## src/rtab_cfg_pkg.sv

```systemverilog
// Replay table geometry and payload types
package rtab_cfg_pkg;

    localparam int RTAB_ENTRIES = 4;

    localparam int NLINE_WIDTH  = 8;
    localparam int OFFSET_WIDTH = 4;
    localparam int TAG_ID_WIDTH = 8;

    typedef logic [$clog2(RTAB_ENTRIES)-1:0] rtab_ptr_t;
    typedef logic [RTAB_ENTRIES-1:0]         rtab_bv_t;

    typedef logic [NLINE_WIDTH-1:0]               rtab_nline_t;
    typedef logic [NLINE_WIDTH+OFFSET_WIDTH-1:0]  rtab_addr_t;
    typedef logic [TAG_ID_WIDTH-1:0]              rtab_tag_t;

    // Address in the upper bits, requester tag in the lower bits
    typedef logic [$bits(rtab_addr_t)+$bits(rtab_tag_t)-1:0] rtab_req_t;

    // Lowest set bit wins
    function automatic rtab_ptr_t rtab_bv_to_ptr(input rtab_bv_t bv);
        rtab_ptr_t ptr;
        ptr = '0;
        for (int i = RTAB_ENTRIES - 1; i >= 0; i--) begin
            if (bv[i]) begin
                ptr = rtab_ptr_t'(i);
            end
        end
        return ptr;
    endfunction

    function automatic rtab_bv_t rtab_ptr_to_bv(input rtab_ptr_t ptr);
        return rtab_bv_t'(1) << ptr;
    endfunction

endpackage

```

## src/rtab_dep_pkg.sv

```systemverilog
// Replay table dependency kinds
package rtab_dep_pkg;

    // Pending miss on the same line, released by a refill of that line
    localparam int DEP_MSHR_HIT   = 0;

    // Miss handler not ready, released by the miss-ready level
    localparam int DEP_MISS_READY = 1;

    // Flush in progress on the line, released by its flush acknowledge
    localparam int DEP_FLUSH_HIT  = 2;

    localparam int NUM_DEPS = 3;

    // One flag per dependency kind
    typedef logic [NUM_DEPS-1:0] rtab_deps_t;

endpackage

```

## src/rtab_entry_store.sv

```systemverilog
// Replay table entry storage
`timescale 1ns/1ns
`default_nettype none

module rtab_entry_store (
    input  logic                                                clk_i,
    input  logic                                                rst_ni,

    input  rtab_cfg_pkg::rtab_nline_t                           check_nline_i,
    output logic                                                check_hit_o,

    input  logic                                                alloc_i,
    input  logic                                                alloc_link_i,
    input  rtab_cfg_pkg::rtab_req_t                             alloc_req_i,

    input  rtab_cfg_pkg::rtab_bv_t                              pop_try_bv_i,
    input  rtab_cfg_pkg::rtab_ptr_t                             pop_sel_ptr_i,
    input  logic                                                pop_commit_i,
    input  rtab_cfg_pkg::rtab_ptr_t                             pop_commit_ptr_i,
    input  logic                                                pop_rback_i,
    input  rtab_cfg_pkg::rtab_ptr_t                             pop_rback_ptr_i,

    output logic                                                empty_o,
    output logic                                                full_o,
    output rtab_cfg_pkg::rtab_bv_t                              valid_o,
    output rtab_cfg_pkg::rtab_bv_t                              head_o,
    output rtab_cfg_pkg::rtab_bv_t                              tail_o,
    output rtab_cfg_pkg::rtab_bv_t                              alloc_bv_o,
    output rtab_cfg_pkg::rtab_ptr_t   [rtab_cfg_pkg::RTAB_ENTRIES-1:0] next_o,
    output rtab_cfg_pkg::rtab_nline_t [rtab_cfg_pkg::RTAB_ENTRIES-1:0] nline_o,
    output rtab_cfg_pkg::rtab_req_t                             pop_req_o
);

    import rtab_cfg_pkg::*;

    rtab_req_t [RTAB_ENTRIES-1:0] req_q;
    rtab_ptr_t [RTAB_ENTRIES-1:0] next_q;

    rtab_bv_t valid_q;
    rtab_bv_t head_q;
    rtab_bv_t tail_q;
    rtab_bv_t head_set;
    rtab_bv_t head_rst;
    rtab_bv_t tail_rst;
    rtab_bv_t free;
    rtab_bv_t match_nline;
    rtab_bv_t match_tail;
    rtab_bv_t commit_bv;
    rtab_bv_t rback_bv;
    logic     alloc;

    // Lowest free entry as a one-hot vector
    assign free       = ~valid_q;
    assign alloc      = alloc_i | alloc_link_i;
    assign alloc_bv_o = free & (~free + 1'b1) & {RTAB_ENTRIES{alloc}};

    assign empty_o = ~|valid_q;
    assign full_o  = &valid_q;

    for (genvar i = 0; i < RTAB_ENTRIES; i++) begin : gen_line
        assign nline_o[i]     = req_q[i][TAG_ID_WIDTH + OFFSET_WIDTH +: NLINE_WIDTH];
        assign match_nline[i] = (nline_o[i] == check_nline_i);
    end

    assign check_hit_o = |(valid_q & match_nline);
    assign match_tail  = valid_q & match_nline & tail_q;

    assign commit_bv = rtab_ptr_to_bv(pop_commit_ptr_i) & {RTAB_ENTRIES{pop_commit_i}};
    assign rback_bv  = rtab_ptr_to_bv(pop_rback_ptr_i) & {RTAB_ENTRIES{pop_rback_i}};

    // A linked entry is reached through its predecessor, never as a head
    assign head_set = (alloc_bv_o & {RTAB_ENTRIES{alloc_i}}) | rback_bv;
    assign head_rst = (alloc_bv_o & {RTAB_ENTRIES{alloc_link_i}}) | pop_try_bv_i;
    assign tail_rst = match_tail & {RTAB_ENTRIES{alloc_link_i}};

    always_ff @(posedge clk_i or negedge rst_ni) begin
        if (!rst_ni) begin
            valid_q <= '0;
            head_q  <= '0;
            tail_q  <= '0;
            next_q  <= '0;
        end else begin
            valid_q <= (valid_q & ~commit_bv) | alloc_bv_o;
            head_q  <= (head_q & ~head_rst) | head_set;
            tail_q  <= (tail_q & ~tail_rst) | alloc_bv_o;
            for (int i = 0; i < RTAB_ENTRIES; i++) begin
                if (alloc_link_i && match_tail[i]) begin
                    next_q[i] <= rtab_bv_to_ptr(alloc_bv_o);
                end
            end
        end
    end

    // Payload is written once, at allocation
    always_ff @(posedge clk_i) begin
        for (int i = 0; i < RTAB_ENTRIES; i++) begin
            if (alloc_bv_o[i]) begin
                req_q[i] <= alloc_req_i;
            end
        end
    end

    assign valid_o   = valid_q;
    assign head_o    = head_q;
    assign tail_o    = tail_q;
    assign next_o    = next_q;
    assign pop_req_o = req_q[pop_sel_ptr_i];

    assert property (@(posedge clk_i) disable iff (!rst_ni)
        alloc_link_i |-> $onehot0(match_tail))
    else $error("rtab store: more than one tail matches the checked line");

    assert property (@(posedge clk_i) disable iff (!rst_ni)
        alloc |-> !full_o)
    else $error("rtab store: allocation while the table is full");

    assert property (@(posedge clk_i) disable iff (!rst_ni)
        (!pop_commit_i || valid_q[pop_commit_ptr_i]) &&
        (!pop_rback_i || valid_q[pop_rback_ptr_i]))
    else $error("rtab store: commit or rollback of an invalid entry");

endmodule

`default_nettype wire

```

## src/rtab_dep_tracker.sv

```systemverilog
// Replay table dependency tracking
`timescale 1ns/1ns
`default_nettype none

module rtab_dep_tracker (
    input  logic                                                clk_i,
    input  logic                                                rst_ni,

    input  rtab_cfg_pkg::rtab_bv_t                              alloc_bv_i,
    input  rtab_dep_pkg::rtab_deps_t                            alloc_deps_i,
    input  rtab_cfg_pkg::rtab_nline_t [rtab_cfg_pkg::RTAB_ENTRIES-1:0] nline_i,

    input  logic                                                pop_rback_i,
    input  rtab_cfg_pkg::rtab_ptr_t                             pop_rback_ptr_i,

    input  logic                                                miss_ready_i,
    input  logic                                                refill_i,
    input  rtab_cfg_pkg::rtab_nline_t                           refill_nline_i,
    input  logic                                                flush_ack_i,
    input  rtab_cfg_pkg::rtab_nline_t                           flush_ack_nline_i,

    output rtab_cfg_pkg::rtab_bv_t                              nodeps_o
);

    import rtab_cfg_pkg::*;
    import rtab_dep_pkg::*;

    rtab_deps_t [RTAB_ENTRIES-1:0] deps_q;
    rtab_deps_t [RTAB_ENTRIES-1:0] deps_clr;
    rtab_bv_t                      load_bv;

    // A rollback re-arms the flags from the allocate-side inputs
    assign load_bv = alloc_bv_i |
                     (rtab_ptr_to_bv(pop_rback_ptr_i) & {RTAB_ENTRIES{pop_rback_i}});

    always_comb begin
        for (int i = 0; i < RTAB_ENTRIES; i++) begin
            deps_clr[i]                 = '0;
            deps_clr[i][DEP_MSHR_HIT]   = refill_i & (refill_nline_i == nline_i[i]);
            // Miss handler readiness is global to all entries
            deps_clr[i][DEP_MISS_READY] = miss_ready_i;
            deps_clr[i][DEP_FLUSH_HIT]  = flush_ack_i & (flush_ack_nline_i == nline_i[i]);
        end
    end

    always_ff @(posedge clk_i or negedge rst_ni) begin
        if (!rst_ni) begin
            deps_q <= '0;
        end else begin
            for (int i = 0; i < RTAB_ENTRIES; i++) begin
                if (load_bv[i]) begin
                    deps_q[i] <= alloc_deps_i;
                end else begin
                    deps_q[i] <= deps_q[i] & ~deps_clr[i];
                end
            end
        end
    end

    for (genvar i = 0; i < RTAB_ENTRIES; i++) begin : gen_nodeps
        assign nodeps_o[i] = ~|deps_q[i];
    end

    // Both events share the allocate-side dependency inputs
    assert property (@(posedge clk_i) disable iff (!rst_ni)
        (|alloc_bv_i) |-> !pop_rback_i)
    else $error("rtab deps: allocation during a rollback");

endmodule

`default_nettype wire

```

## src/rtab_pop_ctrl.sv

```systemverilog
// Replay table pop control
`timescale 1ns/1ns
`default_nettype none

module rtab_pop_ctrl (
    input  logic                                                clk_i,
    input  logic                                                rst_ni,

    input  rtab_cfg_pkg::rtab_bv_t                              valid_i,
    input  rtab_cfg_pkg::rtab_bv_t                              head_i,
    input  rtab_cfg_pkg::rtab_bv_t                              tail_i,
    input  rtab_cfg_pkg::rtab_bv_t                              nodeps_i,
    input  rtab_cfg_pkg::rtab_ptr_t [rtab_cfg_pkg::RTAB_ENTRIES-1:0] next_i,

    input  logic                                                pop_try_i,
    input  logic                                                pop_rback_i,

    output logic                                                pop_try_valid_o,
    output rtab_cfg_pkg::rtab_ptr_t                             pop_try_ptr_o,
    output rtab_cfg_pkg::rtab_bv_t                              pop_try_bv_o
);

    import rtab_cfg_pkg::*;

    typedef enum logic [1:0] {
        POP_TRY_HEAD,
        POP_TRY_NEXT,
        POP_TRY_NEXT_WAIT
    } pop_state_e;

    pop_state_e state_q;
    pop_state_e state_d;
    rtab_bv_t   next_bv_q;
    rtab_bv_t   next_bv_d;
    rtab_ptr_t  rr_ptr_q;
    rtab_ptr_t  rr_cand;
    rtab_bv_t   ready;
    rtab_bv_t   rr_gnt;
    rtab_bv_t   pop_sel;
    logic       pop_head;

    assign ready = valid_i & head_i & nodeps_i;

    // Search starts just after the last accepted head
    always_comb begin
        rr_gnt  = '0;
        rr_cand = '0;
        for (int k = 1; k <= RTAB_ENTRIES; k++) begin
            rr_cand = rtab_ptr_t'(rr_ptr_q + rtab_ptr_t'(k));
            if (rr_gnt == '0 && ready[rr_cand]) begin
                rr_gnt = rtab_ptr_to_bv(rr_cand);
            end
        end
    end

    assign pop_try_valid_o = (state_q == POP_TRY_HEAD) ? |ready : 1'b1;

    always_comb begin
        state_d   = state_q;
        next_bv_d = next_bv_q;
        pop_head  = 1'b0;
        pop_sel   = rr_gnt;

        case (state_q)
            POP_TRY_HEAD: begin
                if (!pop_rback_i && pop_try_valid_o && pop_try_i) begin
                    pop_head = 1'b1;
                    if ((rr_gnt & ~tail_i) != '0) begin
                        state_d   = POP_TRY_NEXT;
                        next_bv_d = rtab_ptr_to_bv(next_i[pop_try_ptr_o]);
                    end
                end
            end
            POP_TRY_NEXT, POP_TRY_NEXT_WAIT: begin
                pop_sel = next_bv_q;
                // The previous entry of the list went back to being a head
                if (state_q == POP_TRY_NEXT && pop_rback_i) begin
                    state_d = POP_TRY_HEAD;
                end else if (pop_try_i) begin
                    if ((next_bv_q & ~tail_i) != '0) begin
                        state_d   = POP_TRY_NEXT;
                        next_bv_d = rtab_ptr_to_bv(next_i[pop_try_ptr_o]);
                    end else begin
                        state_d = POP_TRY_HEAD;
                    end
                end else begin
                    state_d = POP_TRY_NEXT_WAIT;
                end
            end
            default: begin
                state_d = POP_TRY_HEAD;
            end
        endcase
    end

    assign pop_try_ptr_o = rtab_bv_to_ptr(pop_sel);
    assign pop_try_bv_o  = pop_sel & {RTAB_ENTRIES{pop_try_i}};

    always_ff @(posedge clk_i or negedge rst_ni) begin
        if (!rst_ni) begin
            state_q   <= POP_TRY_HEAD;
            next_bv_q <= '0;
            rr_ptr_q  <= rtab_ptr_t'(RTAB_ENTRIES - 1);
        end else begin
            state_q   <= state_d;
            next_bv_q <= next_bv_d;
            if (pop_head) begin
                rr_ptr_q <= pop_try_ptr_o;
            end
        end
    end

    assert property (@(posedge clk_i) disable iff (!rst_ni)
        pop_try_i |-> !pop_rback_i)
    else $error("rtab pop: pop try during a rollback");

endmodule

`default_nettype wire

```

## src/rtab_top.sv

```systemverilog
// Replay table top level
`timescale 1ns/1ns
`default_nettype none

module rtab_top (
    input  logic                      clk_i,
    input  logic                      rst_ni,

    input  logic                      check_i,
    input  rtab_cfg_pkg::rtab_nline_t check_nline_i,
    output logic                      check_hit_o,

    input  logic                      alloc_i,
    input  logic                      alloc_link_i,
    input  rtab_cfg_pkg::rtab_req_t   alloc_req_i,
    input  rtab_dep_pkg::rtab_deps_t  alloc_deps_i,

    output logic                      empty_o,
    output logic                      full_o,

    output logic                      pop_try_valid_o,
    input  logic                      pop_try_i,
    output rtab_cfg_pkg::rtab_req_t   pop_try_req_o,
    output rtab_cfg_pkg::rtab_ptr_t   pop_try_ptr_o,

    input  logic                      pop_commit_i,
    input  rtab_cfg_pkg::rtab_ptr_t   pop_commit_ptr_i,
    input  logic                      pop_rback_i,
    input  rtab_cfg_pkg::rtab_ptr_t   pop_rback_ptr_i,

    input  logic                      miss_ready_i,
    input  logic                      refill_i,
    input  rtab_cfg_pkg::rtab_nline_t refill_nline_i,
    input  logic                      flush_ack_i,
    input  rtab_cfg_pkg::rtab_nline_t flush_ack_nline_i
);

    import rtab_cfg_pkg::*;

    rtab_bv_t                      valid;
    rtab_bv_t                      head;
    rtab_bv_t                      tail;
    rtab_bv_t                      alloc_bv;
    rtab_bv_t                      nodeps;
    rtab_bv_t                      pop_try_bv;
    rtab_ptr_t   [RTAB_ENTRIES-1:0] next;
    rtab_nline_t [RTAB_ENTRIES-1:0] nline;
    logic                          line_hit;

    // Hit is only reported while a check is requested
    assign check_hit_o = check_i & line_hit;

    rtab_entry_store u_store (
        .clk_i            (clk_i),
        .rst_ni           (rst_ni),
        .check_nline_i    (check_nline_i),
        .check_hit_o      (line_hit),
        .alloc_i          (alloc_i),
        .alloc_link_i     (alloc_link_i),
        .alloc_req_i      (alloc_req_i),
        .pop_try_bv_i     (pop_try_bv),
        .pop_sel_ptr_i    (pop_try_ptr_o),
        .pop_commit_i     (pop_commit_i),
        .pop_commit_ptr_i (pop_commit_ptr_i),
        .pop_rback_i      (pop_rback_i),
        .pop_rback_ptr_i  (pop_rback_ptr_i),
        .empty_o          (empty_o),
        .full_o           (full_o),
        .valid_o          (valid),
        .head_o           (head),
        .tail_o           (tail),
        .alloc_bv_o       (alloc_bv),
        .next_o           (next),
        .nline_o          (nline),
        .pop_req_o        (pop_try_req_o)
    );

    rtab_dep_tracker u_deps (
        .clk_i             (clk_i),
        .rst_ni            (rst_ni),
        .alloc_bv_i        (alloc_bv),
        .alloc_deps_i      (alloc_deps_i),
        .nline_i           (nline),
        .pop_rback_i       (pop_rback_i),
        .pop_rback_ptr_i   (pop_rback_ptr_i),
        .miss_ready_i      (miss_ready_i),
        .refill_i          (refill_i),
        .refill_nline_i    (refill_nline_i),
        .flush_ack_i       (flush_ack_i),
        .flush_ack_nline_i (flush_ack_nline_i),
        .nodeps_o          (nodeps)
    );

    rtab_pop_ctrl u_pop (
        .clk_i           (clk_i),
        .rst_ni          (rst_ni),
        .valid_i         (valid),
        .head_i          (head),
        .tail_i          (tail),
        .nodeps_i        (nodeps),
        .next_i          (next),
        .pop_try_i       (pop_try_i),
        .pop_rback_i     (pop_rback_i),
        .pop_try_valid_o (pop_try_valid_o),
        .pop_try_ptr_o   (pop_try_ptr_o),
        .pop_try_bv_o    (pop_try_bv)
    );

endmodule

`default_nettype wire

```

## config.mk

```make
export PLATFORM = sky130hd
export DESIGN_NAME = rtab_top
export DESIGN_NICKNAME = d
export VERILOG_FILES = /design/src/rtab_cfg_pkg.sv /design/src/rtab_dep_pkg.sv /design/src/rtab_entry_store.sv /design/src/rtab_dep_tracker.sv /design/src/rtab_pop_ctrl.sv /design/src/rtab_top.sv
export SDC_FILE = /design/constraint.sdc
export NUM_CORES = 1
export LEC_CHECK = 0
export BUFFER_PORTS_ARGS = -buffer_cell sky130_fd_sc_hd__buf_2
export CORE_UTILIZATION = 30
export CTS_CLUSTER_DIAMETER = 50
export DETAILED_ROUTE_END_ITERATION = 6
export MAX_ROUTING_LAYER = met4
export SLEW_MARGIN = 20
export SYNTH_ARGS = -nofsm -noshare
export SYNTH_HDL_FRONTEND = slang
export SYNTH_SLANG_ARGS = --single-unit
```

## constraint.sdc

```tcl
create_clock -name clk_i -period 13.7 [get_ports clk_i]
set_clock_uncertainty 0.05 [all_clocks]
set_input_delay 0.685 -clock clk_i [delete_from_list [all_inputs] [get_ports clk_i]]
set_output_delay 0.685 -clock clk_i [all_outputs]
set_load 0.005 [all_outputs]
```

==> impl_results.md, run 1 <==
* Number of remaining DRC errors at 5
* Starting DRT DRC Count at around 420
* Hold Fails Final Rpt at 0
* Starting Density at 31.0%
* Worst skew pair latency at roughly 0.42 ns
* Setup bufs post-CTS at 0
* Share of post-route cells with drive strength above 1 at 25.5%
* Asr flop ratio synth at about a third
* Largest family of logic cells by synthesized area: compound AO/OA/AOI/OAI gates
* Clk root buf: clkbuf_16
* Setup Total Neg Slack at 0 ns
* Fin crit share at between 40% and 50%
* Clock Sink Count at 120
* Fin nets at ~750
* Row count at 54
* Slowest stage delay, CP at roughly 0.67 ns
* CP max FO at 14
* CTS hold repair buffers at 0
* Diodes inserted at 0
* Hold Path Class: in -> async
* Vias in the first global route at approximately 5000
* Worst hold margin at 0.346 ns
* RSZ-0062 raised after global routing: false
* Post-Synth XOR/XNOR Area at between 10% and 20%
* All-layer global routing usage at between 10% and 20%
* Leakage at around 0.0032 uW
* Sequential Power Share at roughly a quarter
* Synthesized-area fraction occupied by and/or/nand/nor cells at roughly 11%
* TritonCTS clock tree: done
* Reg clk slew, reported paths at 0.06 ns
* Initial antenna violation count at 0
* Die W at about 150 um
* P&R area growth vs syn at 20.0%
* Endpoint class of the critical path: primary output
* Adder-cell share of the synthesized area at 2.02%
* Yosys cell types at 69
* Final Instance Count excl. Fillers at 967
* Vias per Instance at 5.13
* Dpl hpwl at 13600 um
* Cells after Synth at approximately 580
* Most used DFF post-synth: edfxtp_1
* Post-Syn Area at ~7000 sq um
* CTS max path bufs at 2
* First-pass GRT wire length at between 20000 and 30000 um
* Syn_area_per_cell at 11.8 sq um
* Synth Area in Compound Gates at approximately 15%
* Final antenna-violating net count at 0
* Sequential area share after synthesis at 49.9%
* Routing usage on met2 at 26.1%
* Die area at around 23000 sq um
* Failing checks: design-rule violations
* CP max-delay cell: dfstp_2
* R2R Path Start: u_pop.rr_ptr_q[0]$_DFFE_PN1P_
* Placed cell count at roughly 940
* Peak VDD IR at around 0.20 mV
* Global route overflow at 0
* Fmax at 162 MHz
* Switching power total at 987 uW
* Num CTS Buffers at 17
* Dpl ws at approximately 8.0 ns
* Tightest Pin Transition at 1.10 ns
* Int Pwr at 1260 uW
* Mux cell area share after synthesis at slightly below 6%
* Sw Share at roughly 44%
* Setup violators final at 0
* Die Ht at between 150 and 200 um
* TritonRoute pass-1 iters at 7
* Min cycle time layout at between 6 and 7 ns
* Setup CP Type: reg -> out
* Req. time, crit path at ~13 ns
* WL per Instance at 19.2 um
* Core Util, Final at a little under two fifths
* #FFs+latches synth at 120
* Clock H-tree levels at 4
* Placeable Area at 22000 sq um
* CP Launch Point: u_pop.rr_ptr_q[0]$_DFFE_PN1P_
* Routability cong. at 0.926
* Fin. max-slew vios at 0
* Post-Route WL at 18500 um
* Status: finished, violations left
* Total number of vias at about 5000
* Combinational power share at 53.3%
* Number of synthesized flops with an enable pin at 80
* Ports at 88
* Clock power frac at 20.4%
* Met3 Use GR at between 3 and 4%
* Slew HR at 26.6%
* Critical Path Most Common Cell: nor2_1
* Max Cap Viol at 0
* Port Buffers at 87
* Startpoint Class: register
* Met1 usage at between 20% and 30%
* Worst path cell trace: inv_1 > ha_1 > or3_1 > nor2_1 > nor2_1 > a221oi_4 > a211oi_2 > a222oi_1 > o21ai_1 > a31oi_4 > nor3b_2 > buf_4 > a221oi_2 > buf_2
* Largest net degree at the start of global routing at around 40
* Worst setup margin at ~7.5 ns
* Cts repair resizes at 0
* Synthesized net count at 652
* Grt peak-use layer: met2
* Power per cell area at ~270 nW/um^2
* CP arrival at ~5.4 ns
* Yosys warns at 0
worst max-delay path, delay by kind of cell, from the launching register on:
kind / cells / cell delay [ns]
AO/OA/AOI/OAI: 6 / 1.97
AND/OR/NAND/NOR: 4 / 1.33
buffers and inverters: 3 / 0.77
flip-flops: 1 / 0.67
adder cells (fa/ha/maj): 1 / 0.25
worst paths after layout:
check                           slack [ns]                              to  cells after the start
worst max-delay path                  7.52               pop_try_req_o[13]                     14
worst min-delay path                  0.35    u_store.valid_o[1]$_DFF_PN0_                      1
worst max register to register        8.78   u_pop.rr_ptr_q[0]$_DFFE_PN1P_                     11
min in group clk_i                    0.43     u_store.req_q[48]$_DFFE_PP_                      1
max in group asynchronous            12.68  u_pop.next_bv_q[0]$_DFFE_PN0P_                      1
worst min register to register        0.45   u_store.next_o[3]$_DFFE_PN0P_                      1
through the flow:
stage / area (sq um) / total power [uW]
final: 8190 / 2240
after global routing: 8190 / 2380
after CTS: 8190 / 2270
after detailed placement: 7580 / 1810
after global placement: 7580 / 1800
after floorplan: 6820 / 1420
cell type report:
type / instances / area [sq um]
timing repair buffer: 93 / 480
multi-input combinational: 406 / 3210
clock buffer: 17 / 425
tap: 280 / 350
sequential: 120 / 3410
fill: 2154 / 13800
inverter: 36 / 135
clock inverter: 15 / 180
layout by cell type (no fill, tap or decap), types with 3 or more instances in the layout:
master,count
ha_1,11
nor2b_1,4
nor3_1,4
a21o_1,7
xor2_1,71
nor2_1,28
xnor2_1,25
nor2_2,4
a22o_1,3
inv_6,4
clkinvlp_4,3
nand4_1,5
inv_1,36
o31ai_1,6
o211ai_1,5
nor4_1,15
nand3_1,24
a221oi_1,4
o41ai_1,9
a21oi_1,4
mux2i_1,22
clkbuf_16,17
edfxtp_1,80
nand2_1,38
buf_4,6
a221oi_2,18
mux2_2,10
buf_2,87
dfrtp_1,38
nand2b_1,5
o21ai_0,24
nor3b_1,5
a41oi_1,3
inv_8,4
registers in the layout, summed over array words and instances (netlist names):
name	count
u_store.nline_o	32
u_store.next_o	8
u_pop.next_bv_q	4
u_deps.deps_q	12
u_store.head_o	4
u_store.valid_o	4
u_pop.rr_ptr_q	2
u_store.tail_o	4
u_pop.state_q	2
u_store.req_q	48
synth_stat cells, types with 7 or more instances:
cell type,n,area (sq um)
nor4_1,15,93.8
a221oi_2,18,270
mux2_2,10,113
a21o_1,7,52.6
dfrtp_1,38,951
nor2_1,32,120
mux2i_1,22,220
xor2_1,71,622
o41ai_1,9,78.8
o21ai_0,24,120
ha_1,11,138
inv_1,36,135
nand3_1,24,120
edfxtp_1,80,2400
xnor2_1,25,219
nand2_1,38,143
clkbuf_1,9,33.8
kinds of logic after synthesis:
group	count (synthesis)
xor+xnor	96
simple gates	146
fa+ha+maj	11
flops	120
compound gates	118
buf+inv	53
mux	35
routing by layer:
metal  vias up  routed length, um
li1       2382                  -
met5         -                  0
met2       164               8620
met1      2389               8570
met4         0                341
met3        24               1020
power by group through the flow:
stage | sequential (uW) | clock (uW) | combinational (uW)
finish | 591 | 457 | 1200
global route | 602 | 478 | 1300
CTS | 589 | 463 | 1220
detailed placement | 596 | 0 | 1210
global placement | 595 | 0 | 1210
floorplan | 556 | 0 | 867
(Power assumes the default switching activity.)
==> inputs of run 2 (changes only) <==
clock period = 6.1 ns   (was 13.7 ns; I/O delays follow)
==> run 2 against run 1 <==
Against the previous run: the run ends with design-rule violations, negative hold slack left; global-route usage is 0.42 points higher; die area unchanged; combinational power rose by 130%; critical path depth increased by 1; power up 130%; clock-buffer cell count is the same; critical path type unchanged; first-iteration DRC count decreased by 2.1%; largest cell class unchanged; flip-flop and latch count unchanged.
==> impl_results.md, run 2 (same netlist as run 1, synthesis figures left out) <==
* Clock H-tree levels at 4 (unchanged)
* Clk root buf: clkbuf_16 (unchanged)
* Commonest non-fill, non-tap cell in the layout: buf_2 (unchanged)
* Fin. max-slew vios at 0 (unchanged)
* Worst path cell trace: inv_1 > ha_1 > or3_1 > nor2_1 > nor2_1 > a221oi_4 > a211oi_2 > a222oi_1 > buf_4 > a41oi_1 > mux2i_4 > nand3b_4 > mux2i_1 > a221oi_2 > buf_2 (was inv_1 > ha_1 > or3_1 > nor2_1 > nor2_1 > a221oi_4 > a211oi_2 > a222oi_1 > o21ai_1 > a31oi_4 > nor3b_2 > buf_4 > a221oi_2 > buf_2)
* Startpoint Class: register (unchanged)
* Setup CP Type: reg -> out (unchanged)
* Worst hold margin at -0.0197 ns (was 0.346 ns)
* Total number of vias at 5027 (was 4959)
* FILL cells at 2190 (was 2154)
* Post-Route WL at 19000 um (was 18500 um)
* CP Buf/Inv Count at 3 (unchanged)
* Max Cap Viol at 0 (unchanged)
* Number of remaining DRC errors at 5 (unchanged)
* Starting Density at 31.0% (unchanged)
* Number of flip-flops in the largest register at 48 (unchanged)
* Initial antenna violation count at 1 (was 0)
* Slew HR at 38.7% (was 26.6%)
* Port Buffers at 87 (unchanged)
* CTS max path bufs at 2 (unchanged)
* CP max-delay cell: dfstp_2 (unchanged)
* Fin crit share at roughly 90%
* Peak VDD IR at 0.384 mV (was 0.198 mV)
* Die area at 23300 sq um (unchanged)
* Failing checks: design-rule violations, negative hold slack (was design-rule violations)
* Num CTS Buffers at 17 (unchanged)
* Leakage at 0.00324 uW (was 0.00323 uW)
* Routability cong. at 0.934 (was 0.926)
* WL per Instance at 19.5 um (was 19.2 um)
* Setup bufs post-CTS at 0 (unchanged)
* Critical Path Most Common Cell: nor2_1 (unchanged)
* Worst skew pair latency at 0.41 ns (was 0.42 ns)
* Fin nets at 751 (was 747)
* Core Util, Final at 37.3% (was 37.2%)
* CP arrival at 5.29 ns (was 5.44 ns)
* First-pass GRT wire length at 29800 um (was 28900 um)
* Hold Path Class: in -> async (unchanged)
* Power per cell area at 619 nW/um^2 (was 274 nW/um^2)
* Hold Fails Final Rpt at 33 (was 0)
* Storage element area at 3410 sq um (unchanged)
* Setup Total Neg Slack at 0 ns (unchanged)
* Req. time, crit path at 5.74 ns (was 12.97 ns)
* Global route overflow at 0 (unchanged)
* Register name with the most flops: u_store.req_q (unchanged)
* Die Ht at 153 um (unchanged)
* CTS hold repair buffers at 0 (unchanged)
* P&R area growth vs syn at 20.3% (was 20.0%)
* Die W at 153 um (unchanged)
* Tot Pwr at 5080 uW (was 2240 uW)
* Largest net degree at the start of global routing at 41 (unchanged)
* Clock Sink Count at 120 (unchanged)
* Slowest stage delay, CP at 0.67 ns (about the same)
* Starting DRT DRC Count at 414 (was 423)
* Fmax at around 180 MHz
* Tightest Pin Transition at 0.920 ns (was 1.10 ns)
* Setup violators final at 0 (unchanged)
* CP max FO at 22 (was 14)
* Vias in the first global route at 5124 (was 4929)
* Area of the multi-input gates at 3210 sq um (unchanged)
* All-layer global routing usage at 17.3% (was 16.9%)
* Status: finished, violations left (unchanged)
* Endpoint class of the critical path: primary output (unchanged)
* Share of post-route cells with drive strength above 1 at 25.9% (was 25.5%)
* Cts repair resizes at 0 (unchanged)
* Placeable Area at 22000 sq um (unchanged)
* Min cycle time layout at 5.64 ns
* Final antenna-violating net count at 0 (unchanged)
* Row count at 54 (unchanged)
* Most frequent cells in the layout: 87 x buf_2, 80 x edfxtp_1, 71 x xor2_1 (unchanged)
* Ports at 88 (unchanged)
* Largest delay contributor family on the critical path: compound AO/OA/AOI/OAI gates (unchanged)
* Reg clk slew, reported paths at 0.06 ns (about the same)
* Dpl hpwl at 14200 um (was 13600 um)
* Vias per Instance at 5.17 (was 5.13)
* RSZ-0062 raised after global routing: false (unchanged)
* TritonCTS clock tree: done (unchanged)
* TritonRoute pass-1 iters at 7 (unchanged)
==> run 2: layout make-up <==
| type | count | area share [%] |
|---|---|---|
| Clock inverter | 15 | 1.88 |
| Tap cell | 280 | 4.27 |
| Sequential cell | 120 | 41.5 |
| Multi-Input combinational cell | 406 | 39.1 |
| Inverter | 36 | 1.65 |
| Antenna cell | 1 | 0.0305 |
| Timing Repair Buffer | 97 | 6.37 |
| Clock buffer | 17 | 5.18 |
==> run 2: path summary, 6_finish.rpt <==
kind	start	to	slack (ns)	cells past startpoint
max	u_pop.rr_ptr_q[0]$_DFFE_PN1P_	pop_try_req_o[16]	0.46	15
min	rst_ni	u_store.valid_o[3]$_DFF_PN0_	-0.02	1
max reg2reg	u_pop.rr_ptr_q[0]$_DFFE_PN1P_	u_pop.next_bv_q[3]$_DFFE_PN0P_	1.61	14
min reg2reg	u_store.next_o[2]$_DFFE_PN0P_	u_store.next_o[2]$_DFFE_PN0P_	0.45	1
max in group asynchronous	rst_ni	u_store.next_o[2]$_DFFE_PN0P_	5.44	1
min in group clk_i	alloc_req_i[1]	u_store.req_q[1]$_DFFE_PP_	0.05	1
==> run 2: per-stage QoR <==
step | hold WS, ns | setup slack [ns] | cells | area (sq um)
after CTS | 0.00265 | 0.438 | 971 | 8200
after floorplan | -0.0406 | 1.61 | 579 | 6820
after global placement | 0.415 | 0.973 | 939 | 7620
after detailed placement | 0.440 | 0.913 | 939 | 7620
after global routing | 0.0467 | 0.179 | 972 | 8210
final | -0.0197 | 0.456 | 972 | 8210
==> run 2: power breakdown <==
group	switching (uW)	internal, uW
registers	208	1120
logic	1640	1130
clock network	398	576
total	2240	2830
==> run 2: metal layers <==
metal,global-route usage (%),vias to the layer above,wire length [um]
met1,21.5,2446,8580
met4,7.31,0,538
met5,-,-,0
li1,-,2385,-
met2,27.9,170,8980
met3,2.99,26,903
==> inputs of run 3 (changes only) <==
ABC_AREA = 1   (was unset)
CTS_CLUSTER_SIZE = 40   (was unset)
==> run 3 against run 2 <==
Against the previous run: the run ends with design-rule violations left; largest cell class unchanged; cell area shrank 1.5%; flip-flop and latch count unchanged; critical path type unchanged; worst setup slack improved by 0.44 ns; power rose by 11%.
==> impl_results.md, run 3 <==
* Status: finished, violations left (unchanged)
* Failing checks: design-rule violations (was design-rule violations, negative hold slack)
* Post-Syn Area at 6770 sq um (was 6820 sq um)
* Number of remaining DRC errors at 10 (was 5)
* Setup violators final at 0 (unchanged)
* WL per Instance at 17.8 um (was 19.5 um)
* Cells after Synth at 758 (was 579)
* Clock Sink Count at 120 (unchanged)
* Worst setup margin at 0.891 ns (was 0.456 ns)
* Row count at 54 (unchanged)
* First-pass GRT wire length at 32300 um (was 29800 um)
* Vias in the first global route at 5662 (was 5124)
* Die W at 152 um (was 153 um)
* Yosys cell types at 44 (was 69)
* Worst path cell trace: inv_2 > ha_1 > inv_1 > nand3_1 > nand2_2 > o31ai_2 > nand3_1 > nand2_1 > nor2_2 > nand3_1 > nand2_1 > nor2_1 > nand4_1 > nand3_1 > nand2_2 > nand2_1 > nand2_2 > nand2_4 > inv_4 > nand2_1 > o211ai_1 > o21ai_0 > buf_2 (was inv_1 > ha_1 > or3_1 > nor2_1 > nor2_1 > a221oi_4 > a211oi_2 > a222oi_1 > buf_4 > a41oi_1 > mux2i_4 > nand3b_4 > mux2i_1 > a221oi_2 > buf_2)
* TritonRoute pass-1 iters at 7 (unchanged)
* Req. time, crit path at 5.74 ns (about the same)
* R2R depth at 23 (was 14)
* Port Buffers at 87 (unchanged)
* Ports at 88 (unchanged)
* Hold Fails Final Rpt at 0 (was 33)
* Cts repair resizes at 0 (unchanged)
* Synth top cells by count: 145 x nand2_1, 99 x inv_1, 82 x nand3_1, 80 x edfxtp_1, 49 x o21ai_0 (was 80 x edfxtp_1, 71 x xor2_1, 38 x dfrtp_1, 38 x nand2_1, 36 x inv_1)
* Number of flip-flops in the largest register at 48 (unchanged)
* Met1 usage at 25.1% (was 21.5%)
* Number of synthesized flops with an enable pin at 80 (unchanged)
* Switching power total at 2730 uW (was 2240 uW)
* Sequential area share after synthesis at 50.3% (was 49.9%)
* Worst skew pair latency at 0.42 ns (was 0.41 ns)
* RSZ-0062 raised after global routing: false (unchanged)
* Area of the multi-input gates at 2870 sq um (was 3210 sq um)
* Endpoint class of the critical path: primary output (unchanged)
* Dpl hpwl at 14800 um (was 14200 um)
* Die area at 23200 sq um (was 23300 sq um)
* Setup crit end: pop_try_req_o[16] (unchanged)
* Placed Area at 7490 sq um (was 7620 sq um)
* Most common cell in the netlist: nand2_1 (was edfxtp_1)
* Clk root buf: clkbuf_16 (unchanged)
* CP arrival at 4.85 ns (was 5.29 ns)
* CP Launch Point: u_pop.rr_ptr_q[0]$_DFFE_PN1P_ (unchanged)
* Fin crit share at 85.4% (was 92.5%)
* Combinational power share at 59.3% (was 54.6%)
* Placeable Area at 22000 sq um (about the same)
* P&R area growth vs syn at 19.4% (was 20.3%)
* Storage element area at 3410 sq um (unchanged)
* Synth area leaders: edfxtp_1 35%, dfrtp_1 14%, nand2_1 8.0% (was edfxtp_1 35%, dfrtp_1 14%, xor2_1 9.1%)
* All-layer global routing usage at 18.8% (was 17.3%)
* Reg clk slew, reported paths at 0.06 ns (about the same)
* Tightest Pin Transition at 1.00 ns (was 0.920 ns)
* Fmax at 192 MHz (was 177 MHz)
* Share of post-route cells with drive strength above 1 at 17.1% (was 25.9%)
* Sequential Power Share at 23.3% (was 26.2%)
* Grt peak-use layer: met2 (unchanged)
* FILL cells at 2237 (was 2190)
* Yosys top cell by area: edfxtp_1 (unchanged)
* Num CTS Buffers at 17 (unchanged)
* Setup CP Type: reg -> out (unchanged)
* Cell area after layout at 8080 sq um (was 8210 sq um)
* Post-Route WL at 20400 um (was 19000 um)
* FF-to-FF setup slack at 1.80 ns (was 1.61 ns)
* Max Cap Viol at 0 (unchanged)
* Min cycle time layout at 5.21 ns (was 5.64 ns)
* Initial antenna violation count at 3 (was 1)
* CTS max path bufs at 2 (unchanged)
* Clock H-tree levels at 4 (unchanged)
* Leakage at 0.00347 uW (was 0.00324 uW)
* Routability cong. at 0.944 (was 0.934)
* Fin. max-slew vios at 0 (unchanged)
* Die Ht at 152 um (was 153 um)
* Startpoint Class: register (unchanged)
* Hold Path Class: in -> reg (was in -> async)
* Int Pwr at 2890 uW (was 2830 uW)
* Dpl ws at 1.28 ns (was 0.913 ns)
* FF-to-FF End: u_pop.next_bv_q[2]$_DFFE_PN0P_ (was u_pop.next_bv_q[3]$_DFFE_PN0P_)
* Total number of vias at 5942 (was 5027)
* Clock power frac at 17.3% (was 19.2%)
* Asr flop ratio synth at 33.3% (unchanged)
* Setup bufs post-CTS at 0 (unchanged)
* CP max FO at 55 (was 22)
* Slew HR at 31.6% (was 38.7%)
* Starting DRT DRC Count at 499 (was 414)
* Register name with the most flops: u_store.req_q (unchanged)
* CTS hold repair buffers at 1 (was 0)
* Power per cell area at 695 nW/um^2 (was 619 nW/um^2)
* Synthesized net count at 831 (was 652)
* Vias per Instance at 5.18 (was 5.17)
* R2R Path Start: u_pop.rr_ptr_q[0]$_DFFE_PN1P_ (unchanged)
* Met3 Use GR at 3.75% (was 2.99%)
* Yosys warns at 0 (unchanged)
* Syn_area_per_cell at 8.93 sq um (was 11.8 sq um)
* Final antenna-violating net count at 0 (unchanged)
* Most used DFF post-synth: edfxtp_1 (unchanged)
* Setup Total Neg Slack at 0 ns (unchanged)
* Fin nets at 923 (was 751)
* Largest net degree at the start of global routing at 56 (was 41)
* #FFs+latches synth at 120 (unchanged)
* Tot Pwr at 5620 uW (was 5080 uW)
* Sw Share at 48.6% (was 44.2%)
* CP max-delay cell: dfstp_2 (unchanged)
* Area share of the largest cell type after synthesis at 35.5% (was 35.2%)
* Most frequent cells in the layout: 145 x nand2_1, 99 x inv_1, 87 x buf_2 (was 87 x buf_2, 80 x edfxtp_1, 71 x xor2_1)
* Global route overflow at 0 (unchanged)
* Starting Density at 30.8% (was 31.0%)
* Commonest non-fill, non-tap cell in the layout: nand2_1 (was buf_2)
* Slowest stage delay, CP at 0.65 ns (was 0.67 ns)
* TritonCTS clock tree: done (unchanged)
* Peak VDD IR at 0.468 mV (was 0.384 mV)
* Routing usage on met2 at 27.6% (was 27.9%)
==> run 3: cell types whose count changed after synthesis, sizes merged, moves of 12 or more <==
cell	change
a21oi	+13
o21ai	+26
o22ai	+47
a21boi	+12
a221oi	-16
xor2	-48
xnor2	-16
nand3	+59
mux2i	-23
nand2	+112
inv	+68
==> run 3: cell families after synthesis <==
logic type / Yosys count / synth area share [%]
xor gates and xnor gates: 32 / 4.14
DFF: 120 / 50.3
AOI/OAI and AO/OA: 173 / 16.6
and+or+nand+nor: 299 / 19.5
buffers and inverters: 123 / 7.37
adders and majority gates: 11 / 2.03
==> run 3: power groups by stage <==
stage          registers, uW  logic, uW  clock network (uW)
3_5_place_dp            1320       3350                   0
3_3_place_gp            1320       3300                   0
6_report                1310       3330                 975
4_1_cts                 1310       3370                 991
2_1_floorplan           1260       2350                   0
5_1_grt                 1340       3740                1020
==> run 3: worst max-delay path: cells and delay by family (launching register included) <==
family          cells  cell delay (ns)
compound gates      3             0.35
fa+ha+maj           1             0.35
buf+inv             4             0.77
flops               1             0.65
simple gates       15             2.27
==> run 3: layout make-up <==
cell class	count	area share (%)
Sequential cell	120	42.1
Clock buffer	17	5.26
Clock inverter	15	1.87
Inverter	104	4.86
Multi-Input combinational cell	515	35.5
Tap cell	280	4.33
Timing Repair Buffer	92	5.88
Antenna cell	4	0.124
==> run 3: layer usage <==
layer / part of all wire (%) / vias to the layer above
met4: 2.8 / 0
met1: 46 / 2801
met2: 44 / 226
met3: 6.6 / 38
li1: - / 2877
met5: 0 / -
==> run 3: worst min path at each step <==
stage | start | endpoint | slack, ns | cells past startpoint
final | alloc_req_i[8] | u_store.req_q[8]$_DFFE_PP_ | 0.05 | 1
after global routing | alloc_req_i[4] | u_store.req_q[24]$_DFFE_PP_ | 0.04 | 1
after CTS | alloc_req_i[8] | u_store.req_q[28]$_DFFE_PP_ | 0.03 | 1
after detailed placement | u_store.next_o[7]$_DFFE_PN0P_ | u_store.next_o[7]$_DFFE_PN0P_ | 0.42 | 2
after global placement | u_store.next_o[7]$_DFFE_PN0P_ | u_store.next_o[7]$_DFFE_PN0P_ | 0.42 | 2
after floorplan | rst_ni | u_deps.deps_q[0]$_DFF_PN0_ | -0.04 | 0
==> run 3: stage by stage <==
step	utilization [%]	cells	hold slack [ns]
4_1_cts	36.8	1143	0.0291
3_5_place_dp	34.1	1110	0.424
5_1_grt	36.8	1146	0.0403
2_1_floorplan	-	758	-0.0406
3_3_place_gp	34.1	1110	0.418
6_report	36.8	1147	0.0451
